## src/logic/rtg_consts.svh

```systemverilog
/*
 * Widths and fixed values for the RTG display back end.
 * Included by the package and by every RTL file that sizes a port
 * or a register from these macros.
 */
`ifndef RTG_CONSTS_SVH
`define RTG_CONSTS_SVH

// Fetched word from the pixel stream
`define RTG_WORD_W 16

// One colour channel
`define RTG_CHAN_W 8

`define RTG_PW_W 4          // Clocks-per-fetch field
`define RTG_VB_W 7          // Vblank extension in hsyncs

`define CLUT_AW 8           // 256 palette entries
`define NATIVE_STROBE_W 3   // Native pixel strobe divider

`endif

```

## src/logic/rtg_pkg.sv

```systemverilog
/*
 * Shared types for the RTG display back end.
 * Holds the format and vblank state enums plus the packed structs
 * that carry mode, chipset video, control strobes and palette writes.
 */
`include "rtg_consts.svh"

package rtg_pkg;

	// Pixel format opcode
	typedef enum logic [1:0] {
		FMT_RGB15 = 2'd0,   // x:5:5:5
		FMT_RGB16 = 2'd1,   // 5:6:5
		FMT_CLUT8 = 2'd2    // Two 8-bit indices per word
	} pix_fmt_e;

	// Vblank extender
	typedef enum logic [1:0] {
		VB_CHIP   = 2'd0,   // Chipset vblank still high
		VB_EXTEND = 2'd1,   // Counting hsyncs
		VB_ACTIVE = 2'd2
	} vb_state_e;

	typedef struct packed {
		logic [`RTG_CHAN_W-1:0] r;
		logic [`RTG_CHAN_W-1:0] g;
		logic [`RTG_CHAN_W-1:0] b;
	} rgb_t;

	// Register image from system software
	typedef struct packed {
		logic                 ena;
		pix_fmt_e             fmt;
		logic [`RTG_PW_W-1:0] pixel_width;   // Clocks per fetch minus one
		logic [`RTG_VB_W-1:0] vbend;         // Extra blank lines
	} rtg_mode_t;

	typedef struct packed {
		rgb_t rgb;
		logic hs;
		logic vs;
		logic cs;
	} chip_video_t;

	// Control to datapath
	typedef struct packed {
		logic word_load;    // Capture fetched word
		logic clut_lo;      // Low byte as index
		logic active;       // Non-blank two clocks late
		logic rtg_on;
		logic pixel;        // RTG pixel strobe
	} pix_ctrl_t;

	typedef struct packed {
		logic                we;
		logic [`CLUT_AW-1:0] addr;
		rgb_t                data;
	} clut_wr_t;

endpackage

```

## src/logic/rtg_pixel_decode.sv

```systemverilog
/*
 * RTG pixel word decoder.
 * Captures the fetched word on each advance pulse and expands it to
 * 24-bit RGB. In 8-bit mode it drives the palette index instead, high
 * byte first, and forwards the palette colour.
 */
`timescale 1ns/1ps
`include "rtg_consts.svh"

module rtg_pixel_decode (
	input  logic                   CLK_114,
	input  logic                   rst_n,
	input  rtg_pkg::pix_fmt_e      fmt,
	input  rtg_pkg::pix_ctrl_t     pix_ctrl,
	input  logic [`RTG_WORD_W-1:0] pix_data,
	output logic [`CLUT_AW-1:0]    clut_addr,
	input  rtg_pkg::rgb_t          clut_rgb,
	output rtg_pkg::rgb_t          rgb
);
	import rtg_pkg::*;

	logic [`RTG_WORD_W-1:0] pix_word;   // Current fetched word
	rgb_t                   hc15;
	rgb_t                   hc16;

	always_ff @(posedge CLK_114) begin
		if (!rst_n)
			pix_word <= '0;
		else if (pix_ctrl.word_load)
			pix_word <= pix_data;       // Head of the stream
	end

	////////////////////
	// High colour

	// Top bits replicated into the low bits so full scale stays full
	assign hc15.r = {pix_word[14:10], pix_word[14:12]};
	assign hc15.g = {pix_word[9:5], pix_word[9:7]};
	assign hc15.b = {pix_word[4:0], pix_word[4:2]};

	assign hc16.r = {pix_word[15:11], pix_word[15:13]};
	assign hc16.g = {pix_word[10:5], pix_word[10:9]};   // Six bits of green
	assign hc16.b = hc15.b;

	////////////////////
	// Indexed

	assign clut_addr = pix_ctrl.clut_lo ? pix_word[`CLUT_AW-1:0]
		: pix_word[`RTG_WORD_W-1 -: `CLUT_AW];

	always_comb begin
		case (fmt)
			FMT_RGB15: rgb = hc15;
			FMT_RGB16: rgb = hc16;
			FMT_CLUT8: rgb = clut_rgb;    // Already one clock later
			default:   rgb = hc16;
		endcase
	end

endmodule

```

## config.mk

```make
export PLATFORM = sky130hd
export DESIGN_NAME = rtg_pixel_decode
export DESIGN_NICKNAME = d
export VERILOG_FILES = /design/src/logic/rtg_pkg.sv /design/src/logic/rtg_pixel_decode.sv
export VERILOG_INCLUDE_DIRS = /design/src /design/src/logic
export SDC_FILE = /design/constraint.sdc
export NUM_CORES = 1
export LEC_CHECK = 0
export BUFFER_PORTS_ARGS = -buffer_cell sky130_fd_sc_hd__buf_2
export CAP_MARGIN = 15
export CORE_MARGIN = 1
export CORE_UTILIZATION = 40
export DETAILED_ROUTE_END_ITERATION = 12
export GPL_TIMING_DRIVEN = 0
export PLACE_DENSITY = 0.78
export SLEW_MARGIN = 30
export SYNTH_ARGS = -nofsm -noshare
export SYNTH_HDL_FRONTEND = slang
export SYNTH_SLANG_ARGS = --single-unit
```

## constraint.sdc

```tcl
create_clock -name CLK_114 -period 2.9 [get_ports CLK_114]
set_input_delay 0.58 -clock CLK_114 [delete_from_list [all_inputs] [get_ports CLK_114]]
set_output_delay 0.58 -clock CLK_114 [all_outputs]
set_load 0.05 [all_outputs]
```

==> results.json <==
{
  "overflow": 0,
  "ys_ff_latch": 16,
  "maxCapViolCount": 0,
  "dieArea_mm2": 0.00309,
  "startpoint_type": "input pin",
  "path_class": "input pin to output port",
  "period_share_pct": 72.3,
  "min_period_ns": 2.10,
  "cts_setup_buffers": 0,
  "place_hpwl_um": 2290,
  "vdd_drop_max_mv": 0.332,
  "dp.cells": 228,
  "hold_viol": 0,
  "die_y_um": 55.6,
  "antenna_found_initial": 0,
  "ant_nets": 0,
  "cts_sinks": 16,
  "fin_cells": 232,
  "skew_ns": 0,
  "power.density_mw_per_mm2": 438,
  "crit_chain": "buf_2 -> nor2b_2 -> buf_6 -> mux2_4 -> buf_2",
  "outcome": "finished clean",
  "crit_family": "buffers and inverters",
  "worstPathArrival_ns": 1.52,
  "power_mw": 0.698,
  "core_area_mm2": 0.00273,
  "cts_buffer_depth": 2,
  "leakage_nw": 0.841,
  "syn_nets": 172,
  "critical_path.reg2reg.startpoint": "pix_word[9]",
  "placement.io_buffers": 74,
  "die_w_um": 55.6,
  "tightest_slew_ns": 0.370,
  "antenna_cells": 0,
  "drc": 0,
  "hold_buffers": 0,
  "drt_iter0_drc": 20,
  "largest_reg_flops": 16,
  "crit_slowest_cell": "mux2_4",
  "most-common-layout-cells": "buf_2, mux2i_1, nor2b_1",
  "wire_per_inst_um": 12.3,
  "initial_core_util_pct": 42.0,
  "path_clk_slew_ns": 0.09,
  "drive_gt1_share_pct": 51.2,
  "drv_slew": 0,
  "grt_usage_pct": 18.6,
  "htree_levels": 1,
  "grt_pass1_wl_um": 4640,
  "slew_headroom_pct": 75.3,
  "synth_warnings": 0,
  "vias": 1136,
  "setup_tns_ns": 0,
  "cts-root-buf": "clkbuf_4",
  "hold_class": "register to register",
  "avgSynthCellArea_um2": 9.34,
  "cp-end-kind": "output port",
  "final_common_cell": "buf_2",
  "syn_to_final_growth_pct": 38.8,
  "syn_inst": 123,
  "synth-seq-area-share_pct": 27.9,
  "critPathMaxFanout": 8,
  "synth_cell_types": 16,
  "hold_start": "pix_word[15]",
  "setup_viol": 0,
  "dr.pass1.iters": 4,
  "slowest_delay_ns": 0.31,
  "path_buf_inv": 3,
  "viasPerCell": 4.90,
  "grt_pass1_vias": 1082,
  "place.gp.congestion": 0.760,
  "ios": 81,
  "crit_required_ns": 2.32,
  "grt_max_degree": 11,
  "insertion_delay_ns": 0.29,
  "cp-startpoint": "fmt[1]",
  "syn-cell-area_mm2": 0.00115,
  "cts_buffers": 3,
  "cts-resized-gates": 0,
  "n_fill_cell": 265,
  "cpMostUsedCell": "buf_2",
  "top_regs": "pix_word (16)",
  "rsz0062_at_grt": "false",
  "nNetsFinal": 251,
  "cts_tree": "yes",
  "largest-register": "pix_word",
  "timing.fmax_mhz": 477,
  "drt-total-wl_um": 2860,
  "rows": 19
}
metrics by stage:
stage          cell area (um2)  setup WS (ns)  utilization (%)  hold WS (ns)
3_5_place_dp              1560          0.804             57.0         0.535
4_1_cts                   1590          0.804             58.3         0.534
5_1_grt                   1590          0.736             58.3         0.536
2_1_floorplan             1150          0.364                -         0.500
6_report                  1590          0.804             58.3         0.540
3_3_place_gp              1560          0.810             57.0         0.523
cells in the mapped netlist:
cell | number | share of area (%)
buf_4 | 2 | 1.3
a21oi_1 | 3 | 1.3
nor2b_2 | 1 | 0.76
dfxtp_1 | 16 | 28
nand2b_1 | 5 | 2.7
mux2_2 | 8 | 7.8
mux2_4 | 8 | 10
clkbuf_1 | 1 | 0.33
a31oi_1 | 9 | 4.9
nor2b_1 | 22 | 12
clkinv_1 | 1 | 0.33
buf_6 | 3 | 2.9
buf_2 | 3 | 1.3
o21ai_0 | 5 | 2.2
nand2_1 | 14 | 4.6
mux2i_1 | 22 | 19
cells by family after synthesis:
family	share of synthesized area (%)
and+or+nand+nor	20.0
muxes	37.5
AOI/OAI and AO/OA	8.39
DFF	27.9
buffers and inverters	6.21
worst reg2reg max path, stage by stage (launching register included):
cell	delay, ns
dfxtp_1	0.41
mux2i_1	0.09
nor2b_1	0.10
metal layers:
metal / GRT usage, % / vias to the layer above / share of wire [%]
met1: 21.8 / 521 / 43
met3: 4.42 / 3 / 4.5
met5: 0 / - / 0
met4: 3.57 / 0 / 0.28
met2: 34.3 / 29 / 52
li1: - / 583 / -
power by group:
| group | internal [mW] | total, mW | switching [mW] |
|---|---|---|---|
| Clock | 0.0765 | 0.148 | 0.0720 |
| Sequential | 0.233 | 0.246 | 0.0130 |
| Combinational | 0.105 | 0.303 | 0.199 |
layout make-up:
type / count / area [um2] / share of cell area [%]
clock buffer: 4 / 36.3 / 2.28
tap: 31 / 38.8 / 2.43
multi-input combinational: 97 / 757 / 47.5
inverter: 1 / 3.75 / 0.235
sequential: 16 / 320 / 20.1
buffer: 9 / 67.6 / 4.24
timing repair buffer: 74 / 370 / 23.2
final timing paths:
path,endpoint,slack (ns),cells after the start
setup / recovery,rgb[6],0.80,5
hold / removal,pix_word[15],0.54,2
setup reg to reg,pix_word[9],2.24,2
hold reg to reg,pix_word[15],0.54,2
Power figures use the tool's default switching activity.
