`src/logic/rtg_consts.svh`:
```
/*
 * Widths and fixed values for the RTG display back end.
 * Included by the package and by every RTL file that sizes a port
 * or a register from these macros.
 */
`ifndef RTG_CONSTS_SVH
`define RTG_CONSTS_SVH

// Fetched word from the pixel stream
`define RTG_WORD_W 16

// One colour channel
`define RTG_CHAN_W 8

`define RTG_PW_W 4          // Clocks-per-fetch field
`define RTG_VB_W 7          // Vblank extension in hsyncs

`define CLUT_AW 8           // 256 palette entries
`define NATIVE_STROBE_W 3   // Native pixel strobe divider

`endif

```
`src/logic/rtg_pkg.sv`:
```
/*
 * Shared types for the RTG display back end.
 * Holds the format and vblank state enums plus the packed structs
 * that carry mode, chipset video, control strobes and palette writes.
 */
`include "rtg_consts.svh"

package rtg_pkg;

	// Pixel format opcode
	typedef enum logic [1:0] {
		FMT_RGB15 = 2'd0,   // x:5:5:5
		FMT_RGB16 = 2'd1,   // 5:6:5
		FMT_CLUT8 = 2'd2    // Two 8-bit indices per word
	} pix_fmt_e;

	// Vblank extender
	typedef enum logic [1:0] {
		VB_CHIP   = 2'd0,   // Chipset vblank still high
		VB_EXTEND = 2'd1,   // Counting hsyncs
		VB_ACTIVE = 2'd2
	} vb_state_e;

	typedef struct packed {
		logic [`RTG_CHAN_W-1:0] r;
		logic [`RTG_CHAN_W-1:0] g;
		logic [`RTG_CHAN_W-1:0] b;
	} rgb_t;

	// Register image from system software
	typedef struct packed {
		logic                 ena;
		pix_fmt_e             fmt;
		logic [`RTG_PW_W-1:0] pixel_width;   // Clocks per fetch minus one
		logic [`RTG_VB_W-1:0] vbend;         // Extra blank lines
	} rtg_mode_t;

	typedef struct packed {
		rgb_t rgb;
		logic hs;
		logic vs;
		logic cs;
	} chip_video_t;

	// Control to datapath
	typedef struct packed {
		logic word_load;    // Capture fetched word
		logic clut_lo;      // Low byte as index
		logic active;       // Non-blank two clocks late
		logic rtg_on;
		logic pixel;        // RTG pixel strobe
	} pix_ctrl_t;

	typedef struct packed {
		logic                we;
		logic [`CLUT_AW-1:0] addr;
		rgb_t                data;
	} clut_wr_t;

endpackage

```
`src/logic/video_out_mux.sv`:
```
/*
 * Final video output stage.
 * Picks chipset or RTG colour, blacks out RTG blank, draws the OSD
 * window over the top bits of each channel and applies sync polarity
 * and inversion. All VGA outputs leave from one register.
 */
`timescale 1ns/1ps
`include "rtg_consts.svh"

module video_out_mux (
	input  logic                 CLK_114,
	input  logic                 rst_n,
	input  rtg_pkg::pix_ctrl_t   pix_ctrl,
	input  rtg_pkg::rgb_t        rtg_rgb,
	input  rtg_pkg::chip_video_t chip,
	input  logic                 osd_window,
	input  logic                 osd_pixel,
	input  logic                 hsync_pol,
	input  logic                 vsync_pol,
	input  logic                 invert_sync,
	output rtg_pkg::chip_video_t vga
);
	import rtg_pkg::*;

	rgb_t        base_rgb;
	rgb_t        over_rgb;
	chip_video_t vga_next;
	logic [1:0]  osd_rg;      // Red and green OSD bits
	logic [1:0]  osd_b;
	logic        sync_flip;

	////////////////////
	// Colour select

	always_comb begin
		if (pix_ctrl.rtg_on)
			base_rgb = pix_ctrl.active ? rtg_rgb : '0;   // Black in blank
		else
			base_rgb = chip.rgb;
	end

	// OSD text white, background dark blue
	assign osd_rg = osd_pixel ? 2'b11 : 2'b00;
	assign osd_b  = osd_pixel ? 2'b11 : 2'b10;

	// Underlying picture dimmed into the low six bits
	assign over_rgb.r = {osd_rg, base_rgb.r[`RTG_CHAN_W-1:2]};
	assign over_rgb.g = {osd_rg, base_rgb.g[`RTG_CHAN_W-1:2]};
	assign over_rgb.b = {osd_b, base_rgb.b[`RTG_CHAN_W-1:2]};

	////////////////////
	// Syncs

	// Inversion only for native video
	assign sync_flip = invert_sync & !pix_ctrl.rtg_on;

	assign vga_next.rgb = osd_window ? over_rgb : base_rgb;
	assign vga_next.hs  = chip.hs ^ hsync_pol ^ sync_flip;
	assign vga_next.vs  = chip.vs ^ vsync_pol ^ sync_flip;
	assign vga_next.cs  = chip.cs;

	always_ff @(posedge CLK_114) begin
		if (!rst_n)
			vga <= '0;
		else
			vga <= vga_next;
	end

endmodule

```
`config.mk`:
```
export PLATFORM = sky130hd
export DESIGN_NAME = video_out_mux
export DESIGN_NICKNAME = d
export VERILOG_FILES = /design/src/logic/rtg_pkg.sv /design/src/logic/video_out_mux.sv
export VERILOG_INCLUDE_DIRS = /design/src /design/src/logic
export SDC_FILE = /design/constraint.sdc
export NUM_CORES = 1
export LEC_CHECK = 0
export BUFFER_PORTS_ARGS = -buffer_cell sky130_fd_sc_hd__buf_2
export CORE_ASPECT_RATIO = 1.25
export CORE_UTILIZATION = 33
export DETAILED_ROUTE_END_ITERATION = 16
export GPL_ROUTABILITY_DRIVEN = 0
export PLACE_DENSITY = 0.72
export SLEW_MARGIN = 40
export SYNTH_ARGS = -nofsm -noshare
export SYNTH_HDL_FRONTEND = slang
export SYNTH_SLANG_ARGS = --single-unit
```
`constraint.sdc`:
```
create_clock -name CLK_114 -period 0.85 [get_ports CLK_114]
set_input_delay 0.1275 -clock CLK_114 [delete_from_list [all_inputs] [get_ports CLK_114]]
set_output_delay 0.1275 -clock CLK_114 [all_outputs]
set_load 0.1 [all_outputs]
```
==> metrics.txt, run 1 <==
status finished, violations left; violations in the final reports negative setup slack; type of element launching the critical path flop; max-cap violations 0; global-route wire length before repair 5180 um; fraction of layout cells with a size suffix above 1 0.656; via count of the first global-routing pass 1199; CTS tree built; overall power 3.47 mW; arrival time at the worst endpoint ~870 ps; achievable clock frequency 1.00 GHz; element type at the critical path end output pin; final number of hold-violating endpoints 0; post-route worst setup slack -146 ps; number of buffers created by CTS 3; share of the clock period used by the worst path 1.17; actual slew at the worst max-slew pin 330 ps; Total Nets Final approximately 260; largest net degree at the start of global routing 24; P&R area growth vs syn 95.4%; number of distinct standard cells referenced by the synthesized netlist 25; routed len/inst 14.2 um; clock sink count 27; highest net fanout along the worst path 1; average via count per standard cell 5.21; depth of the CTS H-tree 1; remaining antenna violation count after routing 0; family with the most delay on the worst path flip-flops; die area 3380 um^2; register clock-pin slew on the reported worst setup and hold paths 140 ps; number of synthesized register bits 27; number of antenna violations at the first check in global routing 0; cell row count 22; Max Root-Sink Buffers 2; unrepaired setup endpoints after global routing yes; buffers inserted during post-CTS setup optimization 0; Total GRT Usage 0.208; CP Data Required Time 720 ps; routed via count approximately 1200; post-placement cell count 227; P per Cell Area approximately 1700 nW/um^2; synthesized area divided by synthesized cell count approximately 10 um^2; chip height 64.8 um; total gr overflow 0; total half-perimeter wirelength after legalization and detailed placement 2710 um; Syn Std Cell Area 1040 um^2; largest registers ranked by flip-flop count vga: 27 flops; leakage power figure 0.912 nW; portion of the post-synthesis area used by sequential elements 0.519; count of TritonRoute iterations in the first routing pass 4; cell-by-cell listing of the critical path buf_12; ports placed on the boundary 90; Slew HR 0.780; kind of critical path reg -> out; Fill cells 238; PostCTS Resize Cnt 0; Horiz. Die Dim 52.2 um; class of the tightest hold or removal check in -> reg; Final Slew Violations 0; WL final 3290 um; min cycle time layout 996 ps; number of input and output port buffers inserted 86; IR Drop Worst-Case VDD 1000 uV; number of cells produced by synthesis 101; tightest hold margin approximately 27 ps; non-filler instance count after layout ~230; initial core utilization 0.350; FF+latch area roughly 570 um^2; Largest Register vga; area of the multi-input gates 443 um^2; violation count after the first detailed-route iteration 22; number of warnings issued by yosys 0; n_diodes 0; summed negative setup slack over all endpoints -3260 ps; net count of the mapped netlist 164; hold-fix buffer count after cts 0; worst slack at placement -229 ps; Remaining DRCs 0; Largest register FFs 27; Critical path buffers and inverters 1; crit path max-delay cell type sky130_fd_sc_hd__dfxtp_2; Setup-failing EPs final 27; cell at the root of the clock tree sky130_fd_sc_hd__clkbuf_4; worst stage delay on the critical path 380 ps; Std-Cell Core Area between 2000 and 3000 um^2
-- logic make-up after synthesis --
kind of cell           after synthesis  share of synthesized area
AND/OR/NAND/NOR                     10                     0.0505
buffers and inverters               11                     0.0553
flip-flops                          27                      0.519
AO/OA/AOI/OAI                       49                      0.341
XOR/XNOR                             4                     0.0337
-- cell type report --
cell class | count | area share
flip-flops and latches | 27 | 0.282
inverters | 4 | 0.00738
clock buffers | 4 | 0.0129
multi-input cells | 63 | 0.218
well taps | 36 | 0.0221
repair buffers | 97 | 0.458
-- worst paths after layout --
kind / startpoint / endpoint / slack (ps) / cells after the start
max: vga[20] / vga[20] / -150 / 1
min: chip[0] / vga[0] / 30 / 2
-- cell usage after synthesis, drive strengths merged --
cell type / count / share of area
a211oi: 6 / 0.043
a21boi: 4 / 0.029
a21oi: 2 / 0.0096
a221oi: 6 / 0.050
a22oi: 16 / 0.12
and2: 2 / 0.014
and2b: 1 / 0.0072
and3: 1 / 0.0060
buf: 6 / 0.037
clkbuf: 1 / 0.0036
clkinv: 1 / 0.0036
dfxtp: 27 / 0.52
inv: 3 / 0.011
nand2: 2 / 0.0072
nand3: 1 / 0.0048
nor2: 3 / 0.011
o21a: 2 / 0.014
o21ai: 1 / 0.0048
o22ai: 11 / 0.066
o2bb2ai: 1 / 0.0084
xnor2: 2 / 0.017
xor2: 2 / 0.017
-- routing by layer --
layer,share of wire,GRT usage,up-vias
met5,0,0,-
li1,-,-,580
met4,0.017,0.0888,0
met2,0.55,0.409,68
met1,0.35,0.205,550
met3,0.075,0.0282,6
-- cell usage in the layout, fill, tap and decap left out, drive strengths merged --
cell	instances
nand3	1
xnor2	2
nand2	2
clkinv	1
a22oi	16
a211oi	6
o22ai	11
a21boi	4
nor2	3
o2bb2ai	1
inv	3
o21a	2
a221oi	6
a21oi	2
xor2	2
o21ai	1
and2b	1
dfxtp	27
clkbuf	4
and2	2
buf	97
and3	1
-- where the power goes --
part           total (mW)  leakage, nW  internal, mW  switching [mW]
Combinational        1.50        0.664         0.582           0.917
Clock               0.517       0.0150         0.183           0.334
Sequential           1.46        0.232          1.38          0.0776
Total                3.47        0.912          2.14            1.33
-- stage by stage --
| step | utilization | cell area (um^2) |
|---|---|---|
| after detailed placement | 0.676 | 2010 |
| final | 0.684 | 2030 |
| after floorplan | - | 1070 |
| after global routing | 0.684 | 2030 |
| after global placement | 0.676 | 2010 |
| after CTS | 0.684 | 2030 |
(Power assumes the default switching activity.)
==> run 2: changes to the inputs <==
--- a/config.mk
+++ b/config.mk
@@ -6,12 +6,13 @@
 export SDC_FILE = /design/constraint.sdc
 export NUM_CORES = 1
 export LEC_CHECK = 0
-export BUFFER_PORTS_ARGS = -buffer_cell sky130_fd_sc_hd__buf_2
+export BUFFER_PORTS_ARGS = -buffer_cell sky130_fd_sc_hd__buf_4
 export CORE_ASPECT_RATIO = 1.25
 export CORE_UTILIZATION = 33
 export DETAILED_ROUTE_END_ITERATION = 16
 export GPL_ROUTABILITY_DRIVEN = 0
 export PLACE_DENSITY = 0.72
+export RECOVER_POWER = 100
 export SLEW_MARGIN = 40
 export SYNTH_ARGS = -nofsm -noshare
 export SYNTH_HDL_FRONTEND = slang
==> metrics.txt, run 2 (synthesized netlist as in run 1, its figures left out) <==
count of TritonRoute iterations in the first routing pass 4; FF+latch area 574 um^2; Crit path depth 1; Final Slew Violations 0; die area 3380 um^2; fraction of layout cells with a size suffix above 1 0.651; clock sink count 27; actual slew at the worst max-slew pin ~410 ps; chip height about 65 um; Horiz. Die Dim 52.2 um; P&R area growth vs syn 108%; post-route worst setup slack -163 ps; cell at the root of the clock tree sky130_fd_sc_hd__clkbuf_4; depth of the CTS H-tree 1; max-cap violations 0; Max Root-Sink Buffers 2; most frequent cells in the layout sky130_fd_sc_hd__buf_4, sky130_fd_sc_hd__buf_12, sky130_fd_sc_hd__dfxtp_2; WL final 3510 um; violations in the final reports negative setup slack; violation count after the first detailed-route iteration 39; Std-Cell Core Area 2970 um^2; Critical path buffers and inverters 1; leakage power figure approximately 0.96 nW; average via count per standard cell 5.32; crit path max-delay cell type sky130_fd_sc_hd__dfxtp_2; worst stage delay on the critical path roughly 380 ps; number of input and output port buffers inserted 86; final number of hold-violating endpoints 0; IR Drop Worst-Case VDD just under 1000 uV; area of the multi-input gates between 400 and 500 um^2; launching instance or port of the critical path vga[25]; Total GRT Usage 0.223; largest net degree at the start of global routing 24; routed len/inst 15.2 um; via count of the first global-routing pass 1274; n_diodes 0; buffers inserted during post-CTS setup optimization 0; cell-by-cell listing of the critical path buf_12; Setup-failing EPs final 27; share of the clock period used by the worst path 1.19; total gr overflow 0; register clock-pin slew on the reported worst setup and hold paths 140 ps; P per Cell Area approximately 1600 nW/um^2; achievable clock frequency 0.988 GHz; Largest Register vga; hold path depth 2; number of antenna violations at the first check in global routing 0; worst slack at placement -203 ps; global-route wire length before repair 5480 um; Total Nets Final around 260; end-of-flow core utilization 0.730; CP Data Required Time 720 ps; arrival time at the worst endpoint between 800 and 900 ps; Slew HR 0.729; cell row count 22; status finished, violations left; most common library cell in the layout ignoring fill and taps sky130_fd_sc_hd__buf_4; CTS tree built; startpoint of the tightest hold check path rst_n; unrepaired setup endpoints after global routing yes; ports placed on the boundary 90; remaining antenna violation count after routing 0; class of the tightest hold or removal check in -> reg; kind of critical path reg -> out; type of element launching the critical path flop; highest net fanout along the worst path 1; routed via count 1228; min cycle time layout 1010 ps; family with the most delay on the worst path flip-flops; Remaining DRCs 0; Fill cells between 200 and 250; Largest register FFs 27; number of buffers created by CTS 3; largest registers ranked by flip-flop count vga: 27 flops; initial core utilization 0.350; total half-perimeter wirelength after legalization and detailed placement between 2000 and 3000 um; element type at the critical path end output pin
-- run 2: path summary, 6_finish.rpt --
check                 endpoint
worst max-delay path   vga[25]
worst min-delay path    vga[0]
-- run 2: layout make-up --
type,instances,area share
Timing Repair Buffer,97,0.491
Sequential cell,27,0.265
Multi-Input combinational cell,63,0.204
Tap cell,36,0.0208
Clock buffer,3,0.0104
Inverter,4,0.00692
Clock inverter,1,0.00231
-- run 2: metal layers --
metal | GRT usage | vias to the layer above | wire, um
li1 | - | 583 | -
met1 | 0.225 | 566 | 1250
met2 | 0.421 | 71 | 1920
met3 | 0.0352 | 8 | 241
met4 | 0.112 | 0 | 97
met5 | 0 | - | 0
-- run 2: timing repair --
action                                  CTS  global route
endpoints found under the setup margin   27            27
resized for setup                        81             0
hold buffers                              0             1
endpoints found under the hold margin     0             1
-- run 2: per-stage QoR --
step / TNS, ps / power, mW / hold slack (ps) / cell area [um^2] / instances
6_report: -3730 / 3.57 / 49.8 / 2170 / 231
5_1_grt: -5010 / 3.70 / 42.0 / 2170 / 231
4_1_cts: -3850 / 3.57 / 10.9 / 2180 / 230
3_5_place_dp: -2940 / 2.77 / 349 / 1810 / 226
3_3_place_gp: -2450 / 2.75 / 336 / 1810 / 226
2_1_floorplan: 0 / 2.33 / 249 / 1070 / 101
-- run 2: power breakdown --
part	total (mW)	switching [mW]	internal [mW]
Combinational	1.57	0.919	0.647
Clock	0.542	0.366	0.176
Sequential	1.46	0.0783	1.38
