[src/logic/rtg_consts.svh]
/*
 * Widths and fixed values for the RTG display back end.
 * Included by the package and by every RTL file that sizes a port
 * or a register from these macros.
 */
`ifndef RTG_CONSTS_SVH
`define RTG_CONSTS_SVH

// Fetched word from the pixel stream
`define RTG_WORD_W 16

// One colour channel
`define RTG_CHAN_W 8

`define RTG_PW_W 4          // Clocks-per-fetch field
`define RTG_VB_W 7          // Vblank extension in hsyncs

`define CLUT_AW 8           // 256 palette entries
`define NATIVE_STROBE_W 3   // Native pixel strobe divider

`endif

[src/logic/rtg_pkg.sv]
/*
 * Shared types for the RTG display back end.
 * Holds the format and vblank state enums plus the packed structs
 * that carry mode, chipset video, control strobes and palette writes.
 */
`include "rtg_consts.svh"

package rtg_pkg;

	// Pixel format opcode
	typedef enum logic [1:0] {
		FMT_RGB15 = 2'd0,   // x:5:5:5
		FMT_RGB16 = 2'd1,   // 5:6:5
		FMT_CLUT8 = 2'd2    // Two 8-bit indices per word
	} pix_fmt_e;

	// Vblank extender
	typedef enum logic [1:0] {
		VB_CHIP   = 2'd0,   // Chipset vblank still high
		VB_EXTEND = 2'd1,   // Counting hsyncs
		VB_ACTIVE = 2'd2
	} vb_state_e;

	typedef struct packed {
		logic [`RTG_CHAN_W-1:0] r;
		logic [`RTG_CHAN_W-1:0] g;
		logic [`RTG_CHAN_W-1:0] b;
	} rgb_t;

	// Register image from system software
	typedef struct packed {
		logic                 ena;
		pix_fmt_e             fmt;
		logic [`RTG_PW_W-1:0] pixel_width;   // Clocks per fetch minus one
		logic [`RTG_VB_W-1:0] vbend;         // Extra blank lines
	} rtg_mode_t;

	typedef struct packed {
		rgb_t rgb;
		logic hs;
		logic vs;
		logic cs;
	} chip_video_t;

	// Control to datapath
	typedef struct packed {
		logic word_load;    // Capture fetched word
		logic clut_lo;      // Low byte as index
		logic active;       // Non-blank two clocks late
		logic rtg_on;
		logic pixel;        // RTG pixel strobe
	} pix_ctrl_t;

	typedef struct packed {
		logic                we;
		logic [`CLUT_AW-1:0] addr;
		rgb_t                data;
	} clut_wr_t;

endpackage

[src/logic/rtg_timing_ctrl.sv]
/*
 * RTG display timing.
 * Runs the per-pixel fetch counter, the mid-period CLUT byte select,
 * the blank delay pipeline and the vblank extender. Issues the stream
 * advance pulse and the pixel strobe for both RTG and native video.
 */
`timescale 1ns/1ps
`include "rtg_consts.svh"

module rtg_timing_ctrl (
	input  logic               CLK_114,
	input  logic               rst_n,
	input  rtg_pkg::rtg_mode_t mode,
	input  logic               hblank,
	input  logic               vblank,
	input  logic               chip_hs,
	input  logic               scan_15khz,
	output logic               pix_req,
	output logic               vga_pixel,
	output rtg_pkg::pix_ctrl_t pix_ctrl
);
	import rtg_pkg::*;

	logic [`RTG_PW_W-1:0]        pix_ctr;      // Compared against pixel_width
	logic [`RTG_PW_W-1:0]        half_width;
	logic                        clut_sel;     // Second byte of the word
	logic                        clut_sel_d;
	logic                        pix_req_d;
	logic                        blank;
	logic                        blank_d;
	logic                        blank_d2;
	vb_state_e                   vb_state;
	logic [`RTG_VB_W-1:0]        vb_ctr;       // Hsyncs since chipset vblank
	logic                        hs_d;
	logic                        hs_rise;
	logic                        rtg_vblank;
	logic [`NATIVE_STROBE_W-1:0] native_ctr;
	logic [`NATIVE_STROBE_W-1:0] native_step;
	logic                        native_strobe;
	logic                        rtg_strobe;

	////////////////////
	// Fetch timing

	assign half_width = {1'b0, mode.pixel_width[`RTG_PW_W-1:1]};
	assign blank      = rtg_vblank | hblank;
	assign pix_req    = mode.ena && !blank && (pix_ctr == mode.pixel_width);

	always_ff @(posedge CLK_114) begin
		if (!rst_n) begin
			pix_ctr    <= '0;
			clut_sel   <= 1'b0;
			clut_sel_d <= 1'b0;
			pix_req_d  <= 1'b0;
			blank_d    <= 1'b1;
			blank_d2   <= 1'b1;
		end else begin
			pix_req_d  <= pix_req;
			clut_sel_d <= clut_sel;
			blank_d    <= blank;      // Matches the word and CLUT latency
			blank_d2   <= blank_d;
			if (pix_ctr == half_width)
				clut_sel <= 1'b1;     // Halfway through the fetch period
			if (blank || pix_req) begin
				pix_ctr  <= '0;
				clut_sel <= 1'b0;
			end else begin
				pix_ctr <= pix_ctr + 1'b1;
			end
		end
	end

	////////////////////
	// Vblank extender

	assign hs_rise    = chip_hs & !hs_d;
	assign rtg_vblank = vblank | (vb_state != VB_ACTIVE);

	always_ff @(posedge CLK_114) begin
		if (!rst_n) begin
			vb_state <= VB_CHIP;
			vb_ctr   <= '0;
			hs_d     <= 1'b0;
		end else begin
			hs_d <= chip_hs;
			case (vb_state)
				VB_CHIP: begin
					vb_ctr <= '0;
					if (!vblank)
						vb_state <= VB_EXTEND;
				end
				VB_EXTEND: begin
					if (vblank)
						vb_state <= VB_CHIP;
					else if (vb_ctr == mode.vbend)
						vb_state <= VB_ACTIVE;
					else if (hs_rise)
						vb_ctr <= vb_ctr + 1'b1;   // One more line hidden
				end
				VB_ACTIVE: begin
					if (vblank)
						vb_state <= VB_CHIP;
				end
				default: vb_state <= VB_CHIP;
			endcase
		end
	end

	////////////////////
	// Pixel strobes

	// Step by 2 in 15 kHz mode so the period halves
	assign native_step   = {{(`NATIVE_STROBE_W-2){1'b0}}, scan_15khz, !scan_15khz};
	assign native_strobe = (native_ctr == '0);

	always_ff @(posedge CLK_114) begin
		if (!rst_n)
			native_ctr <= '0;
		else
			native_ctr <= {native_ctr[`NATIVE_STROBE_W-1:1], native_ctr[0] & !scan_15khz}
				+ native_step;
	end

	// Second pulse per word on the low-byte index in CLUT mode
	assign rtg_strobe = pix_req_d | (clut_sel & !clut_sel_d & (mode.fmt == FMT_CLUT8));

	assign pix_ctrl.word_load = pix_req;
	assign pix_ctrl.clut_lo   = clut_sel;
	assign pix_ctrl.active    = !blank_d2;
	assign pix_ctrl.rtg_on    = mode.ena;
	assign pix_ctrl.pixel     = rtg_strobe;

	assign vga_pixel = pix_ctrl.rtg_on ? pix_ctrl.pixel : native_strobe;

endmodule

[config.mk]
export PLATFORM = sky130hd
export DESIGN_NAME = rtg_timing_ctrl
export DESIGN_NICKNAME = d
export VERILOG_FILES = /design/src/logic/rtg_pkg.sv /design/src/logic/rtg_timing_ctrl.sv
export VERILOG_INCLUDE_DIRS = /design/src /design/src/logic
export SDC_FILE = /design/constraint.sdc
export NUM_CORES = 1
export LEC_CHECK = 0
export BUFFER_PORTS_ARGS = -buffer_cell sky130_fd_sc_hd__buf_4
export CAP_MARGIN = 20
export CORE_MARGIN = 2
export CORE_UTILIZATION = 50
export DETAILED_ROUTE_END_ITERATION = 10
export HOLD_SLACK_MARGIN = 0.15
export PLACE_DENSITY = 0.87
export RECOVER_POWER = 50
export SYNTH_ARGS = -nofsm -noshare
export SYNTH_HDL_FRONTEND = slang
export SYNTH_SLANG_ARGS = --single-unit
[constraint.sdc]
create_clock -name CLK_114 -period 2.45 [get_ports CLK_114]
set_input_delay 0.49 -clock CLK_114 [delete_from_list [all_inputs] [get_ports CLK_114]]
set_output_delay 0.49 -clock CLK_114 [all_outputs]
set_load 0.1 [all_outputs]
==> metrics.cfg, run 1 <==
[status]
status=finished clean

[place]
dp_hpwl_um=1780
placed_cell_area_um2=1330
gp_congestion=0.858
dp_cells=167
port_buffers=26

[die]
io_pins=27
die_h_um=51.5
rows=17
start_util_pct=51.9
core-area_um2=2170
die_w_um=51.5
die_area_um2=2650

[cts]
numCtsBuffers=3
cts.path.max_buffers=2
post_cts_buffers=0
cts.clk_slew.worst_paths_ns=0.13
clkSinkCount=22
ctsResizeCount=0
hold_buffers=0
cts_max_level=1
cts_tree=built
clock_insertion_delay_worst_skew_ns=0.31
clockRootBuffer=clkbuf_4

[synth]
synth_area_leaders=dfxtp_1 (39%), xnor2_1 (7.8%), xor2_1 (5.4%)
ys.flop_type=dfxtp_1
synth_top_cell_by_area=dfxtp_1
ys_ff_latch=22
syn-cell-area_um2=1130
synth_edf_count=0
ys_types=35
synth_top_area_share_pct=39.1
postSynthCellCount=121
syn_area_per_cell_um2=9.31
synthesis.nets=144
ys_async_sr_fraction_pct=0
ys_warn_count=0
seq_area_frac_synth_pct=39.1

[pwr]
power_leakage_nw=0.546
power_density_nw_per_um2=557
ir_drop_mv=0.383

[timing]
hold_viol_final=0
fin_crit_sh_pct=91.0
rsz0062_at_grt=no
setup_viol=0
setup_tns_ns=0
fin_crit_ns=2.23
slew_headroom_pct=23.3
skew_ns=0.00747
worst_slew_pin_slew_ns=1.16
slew_violations=0
max_freq_ghz=0.449

[setup_path]
cp_cell_sequence=nand2b_1, nor3_1, nor2b_4, buf_4
startpoint_type=flop
crit_type=flop to output pin
crit_path_max_fanout=6
critPathMaxStageDelay_ns=0.46
cp_data_arrival_time_ns=1.74
crit_path_top_delay_cell=dfxtp_1
cp.required_ns=1.96
end_kind=output pin
reg2regPathDepth=5

[routing]
topRoutingLayerUsed=met4
drc=0
drt_iter0_markers=20
via_per_inst=5.57
via_count=952
first_pass_iters=4
met3_length_um=93
wl_per_cell_um=14.3
routed_wirelength_um=2440
ant_nets=0
wl_met2_um=1360
m1WireLength_um=959

[cells_and_area]
drive_gt1_share_pct=23.1
nFillCells=200
final_common_cell=buf_4
fin_area_um2=1380
multiInputGateArea_um2=648
layout_common_cells=buf_4 (24), dfxtp_1 (22), xnor2_1 (10), nor2_1 (10), nand2_1 (8)
regArea_um2=440
final_cells=171
antenna_cells=0
area_delta_synth_final_pct=22.1
nets=167

[global_routing]
grt_remaining_overflow=0
grt_pass1_wl_um=4060
antenna_found_initial=0
grt_pass1_vias=910
grt_usage_pct=20.6
grt_max_degree=18

[run]
cap_violations=0

[min_path]
hold_path_class=input pin to flop
min_path_cells=2

## flip-flops by register name, indices dropped and copies added (netlist names)
signal and cells:
blank_d2 1, clut_sel_d 1, pix_req_d 1, pix_ctr 4, vb_ctr 7, native_ctr 3
hs_d 1, vb_state 2, blank_d 1, clut_sel 1
## worst paths after layout
kind | to | startpoint | slack [ns]
setup reg to reg | vb_ctr[1] | vb_ctr[0] | 0.62
hold / removal | native_ctr[0] | scan_15khz | 0.35
setup / recovery | pix_req | vb_state[1] | 0.22
hold reg to reg | blank_d2 | blank_d | 0.46
## cell families after synthesis
family | synth area share [%]
AOI/OAI and AO/OA | 11.6
xor gates and xnor gates | 13.2
adders and majority gates | 4.00
buffers and inverters | 5.67
DFF | 39.1
and+or+nand+nor | 26.4
## routing by layer
metal	GRT usage [%]	vias up
li1	-	466
met1	22.8	452
met2	38.7	29
met3	2.92	5
met4	8.77	0
met5	0	-
## cells in the mapped netlist (3+ instances only)
master and count:
a32o_1 4, and2_1 3, buf_4 4, dfxtp_1 22
inv_1 3, nand2_1 8, nand2b_1 4, nand3_1 6
nor2_1 10, nor2b_1 3, nor3_1 5, or2_1 4
xnor2_1 10, xor2_1 7
## stage by stage
| step | power (W) | util [%] | worst slack, ns | hold slack [ns] |
|---|---|---|---|---|
| 2_1_floorplan | 0.000453 | - | 0.0615 | 0.386 |
| 6_report | 0.000766 | 63.4 | 0.222 | 0.352 |
| 3_3_place_gp | 0.000488 | 61.3 | 0.435 | 0.397 |
| 3_5_place_dp | 0.000493 | 61.3 | 0.406 | 0.441 |
| 4_1_cts | 0.000770 | 63.7 | 0.241 | 0.348 |
| 5_1_grt | 0.000794 | 63.4 | 0.127 | 0.352 |
## where the power goes
part,switching [W],total [W],internal [W]
sequential,0.00000972,0.000375,0.000365
combinational,0.0000602,0.000109,0.0000486
clock,0.000116,0.000282,0.000165
## critical path: cells and delay by family (launching register included)
| kind | cells | cell delay, ns |
|---|---|---|
| AND/OR/NAND/NOR | 3 | 0.67 |
| flip-flops | 1 | 0.46 |
| buffers and inverters | 1 | 0.29 |
## cell type report
cell class                 count  share of cell area [%]
clock buffer                   3                    1.64
clock inverter                 1                    2.18
inverter                       3                   0.819
multi-input combinational     88                    47.1
sequential                    22                    32.0
tap                           28                    2.55
timing repair buffer          26                    13.6
No activity file was read; power rests on OpenSTA's default activity.
==> inputs of run 2 (changes only) <==
Settings changed: SETUP_SLACK_MARGIN set to 0.5, SKIP_CTS_REPAIR_TIMING set to 1.
==> run 2 against run 1 <==
Against the previous run: largest cell class unchanged; sequential power is essentially flat; wire length shrank 0.61%; count of clock-buffer cells in the layout grew 1; via count grew 0.32%.
==> metrics.cfg, run 2 (synthesis gave the netlist of run 1 again) <==
[cts]
cts_tree=built
numCtsBuffers=3  ; unchanged
cts.clk_slew.worst_paths_ns=0.12  ; about the same
clockRootBuffer=clkbuf_4
clkSinkCount=22  ; unchanged
cts_max_level=1  ; unchanged
cts.path.max_buffers=2  ; unchanged
clock_insertion_delay_worst_skew_ns=0.31  ; about the same

[setup_path]
crit_path_max_fanout=3  ; -3
end_kind=output pin
critPathMaxStageDelay_ns=0.38  ; -0.08 ns
r2r_slack_ns=0.66  ; +0.04 ns
path_delay_family=simple AND/OR/NAND/NOR gates
cp.required_ns=1.96  ; about the same
startpoint=pix_ctr[2]
cp_cell_sequence=xor2_2, nor3_1, nand3_2, nor2b_4, buf_12
crit_type=flop to output pin
cp_data_arrival_time_ns=1.69  ; -0.05 ns
crit_path_top_delay_cell=dfxtp_1
startpoint_type=flop
r2r_start=vb_ctr[0]
path_buf_inv=1  ; unchanged

[cells_and_area]
fin_area_um2=1450  ; +5.2%
nets=170  ; +1.8%
layout_common_cells=buf_4 (25), dfxtp_1 (17), xnor2_1 (10), nor2_1 (10), nand2_1 (7)
reg.largest.list=vb_ctr: 7 flops, pix_ctr: 4 flops, native_ctr: 3 flops
antenna_cells=0  ; unchanged
final_common_cell=buf_4
area_delta_synth_final_pct=28.4
final_cells=174  ; +1.8%
largest_register=vb_ctr
largest_register_ffs=7  ; unchanged
drive_gt1_share_pct=32.2  ; +9.1 points
fin_util_pct=66.7  ; +3.3 points

[timing]
setup_viol=0  ; unchanged
slew_headroom_pct=53.9  ; +31 points
fin_crit_ns=2.18  ; -0.0505 ns
slew_violations=0  ; unchanged
rsz0062_at_grt=yes
setup_tns_ns=0  ; unchanged
worst_slew_pin_slew_ns=0.692  ; -0.464 ns
skew_ns=0.00885  ; +0.00138 ns
hold_viol_final=0  ; unchanged
fin_crit_sh_pct=88.9  ; -2.1 points
max_freq_ghz=0.459  ; +2.3%

[global_routing]
grt_remaining_overflow=0  ; unchanged
antenna_found_initial=0  ; unchanged
grt_max_degree=18  ; unchanged
grt_pass1_vias=930  ; +2.2%
grt_usage_pct=19.2  ; -1.5 points
grt_pass1_wl_um=3800  ; -6.3%

[place]
placed_cell_area_um2=1330  ; unchanged
gp_congestion=0.828  ; -3.5%
dp_hpwl_um=1720  ; -3.2%
dp_cells=167  ; unchanged
port_buffers=26  ; unchanged

[routing]
m1WireLength_um=948  ; -1.1%
ant_nets=0  ; unchanged
via_per_inst=5.49  ; -1.4%
drt_iter0_markers=33  ; +65%
drc=0  ; unchanged
wl_met2_um=1350  ; -1.0%
via_count=955  ; +0.32%
first_pass_iters=5  ; +1
routed_wirelength_um=2430  ; -0.61%
met3_length_um=108  ; +16%
wl_per_cell_um=13.9  ; -2.3%
topRoutingLayerUsed=met4

[die]
die_h_um=51.5  ; unchanged
rows=17  ; unchanged
core-area_um2=2170  ; unchanged
die_area_um2=2650  ; unchanged
start_util_pct=51.9  ; unchanged
die_w_um=51.5  ; unchanged
io_pins=27  ; unchanged

[pwr]
ir_drop_mv=0.412  ; +7.8%
total_power_w=0.000689  ; -10%
power_density_nw_per_um2=476  ; -14%
power_leakage_nw=0.568  ; +4.0%

[status]
status=finished clean

[min_path]
hold_path_class=input pin to flop
worstHoldStart=scan_15khz

[run]
cap_violations=0  ; unchanged

[run 2: changes by cell type in the layout (fill, tap and decap cells not counted), sizes merged]
| cell | change |
|---|---|
| buf | +4 |
| bufinv | -1 |
[run 2: final timing paths]
kind / cells past startpoint / end
max: 5 / pix_req
min: 2 / native_ctr[0]
max reg2reg: 5 / vb_ctr[1]
min reg2reg: 1 / blank_d2
[run 2: metal layers]
layer,track usage (%),up-vias
li1,-,470
met1,21.8,452
met2,33.1,30
met3,2.92,3
met4,12.3,0
met5,0,-
[run 2: final cells by class]
type / count / area, um2
tap: 28 / 35.0
inverter: 3 / 11.3
fill: 169 / 723
sequential: 22 / 447
timing repair buffer: 29 / 243
multi-input combinational: 88 / 674
clock buffer: 4 / 36.3
[run 2: metrics by stage]
stage | hold WS (ns) | setup WS, ns
6_report | 0.365 | 0.272
5_1_grt | 0.357 | 0.158
4_1_cts | 0.365 | 0.244
3_5_place_dp | 0.411 | 0.392
3_3_place_gp | 0.392 | 0.424
2_1_floorplan | 0.386 | 0.188
[run 2: power breakdown]
part | total (W) | switching [W] | internal (W)
Clock | 0.000201 | 0.000110 | 0.0000908
Combinational | 0.000113 | 0.0000621 | 0.0000513
Sequential | 0.000374 | 0.00000909 | 0.000365
Total | 0.000689 | 0.000182 | 0.000507
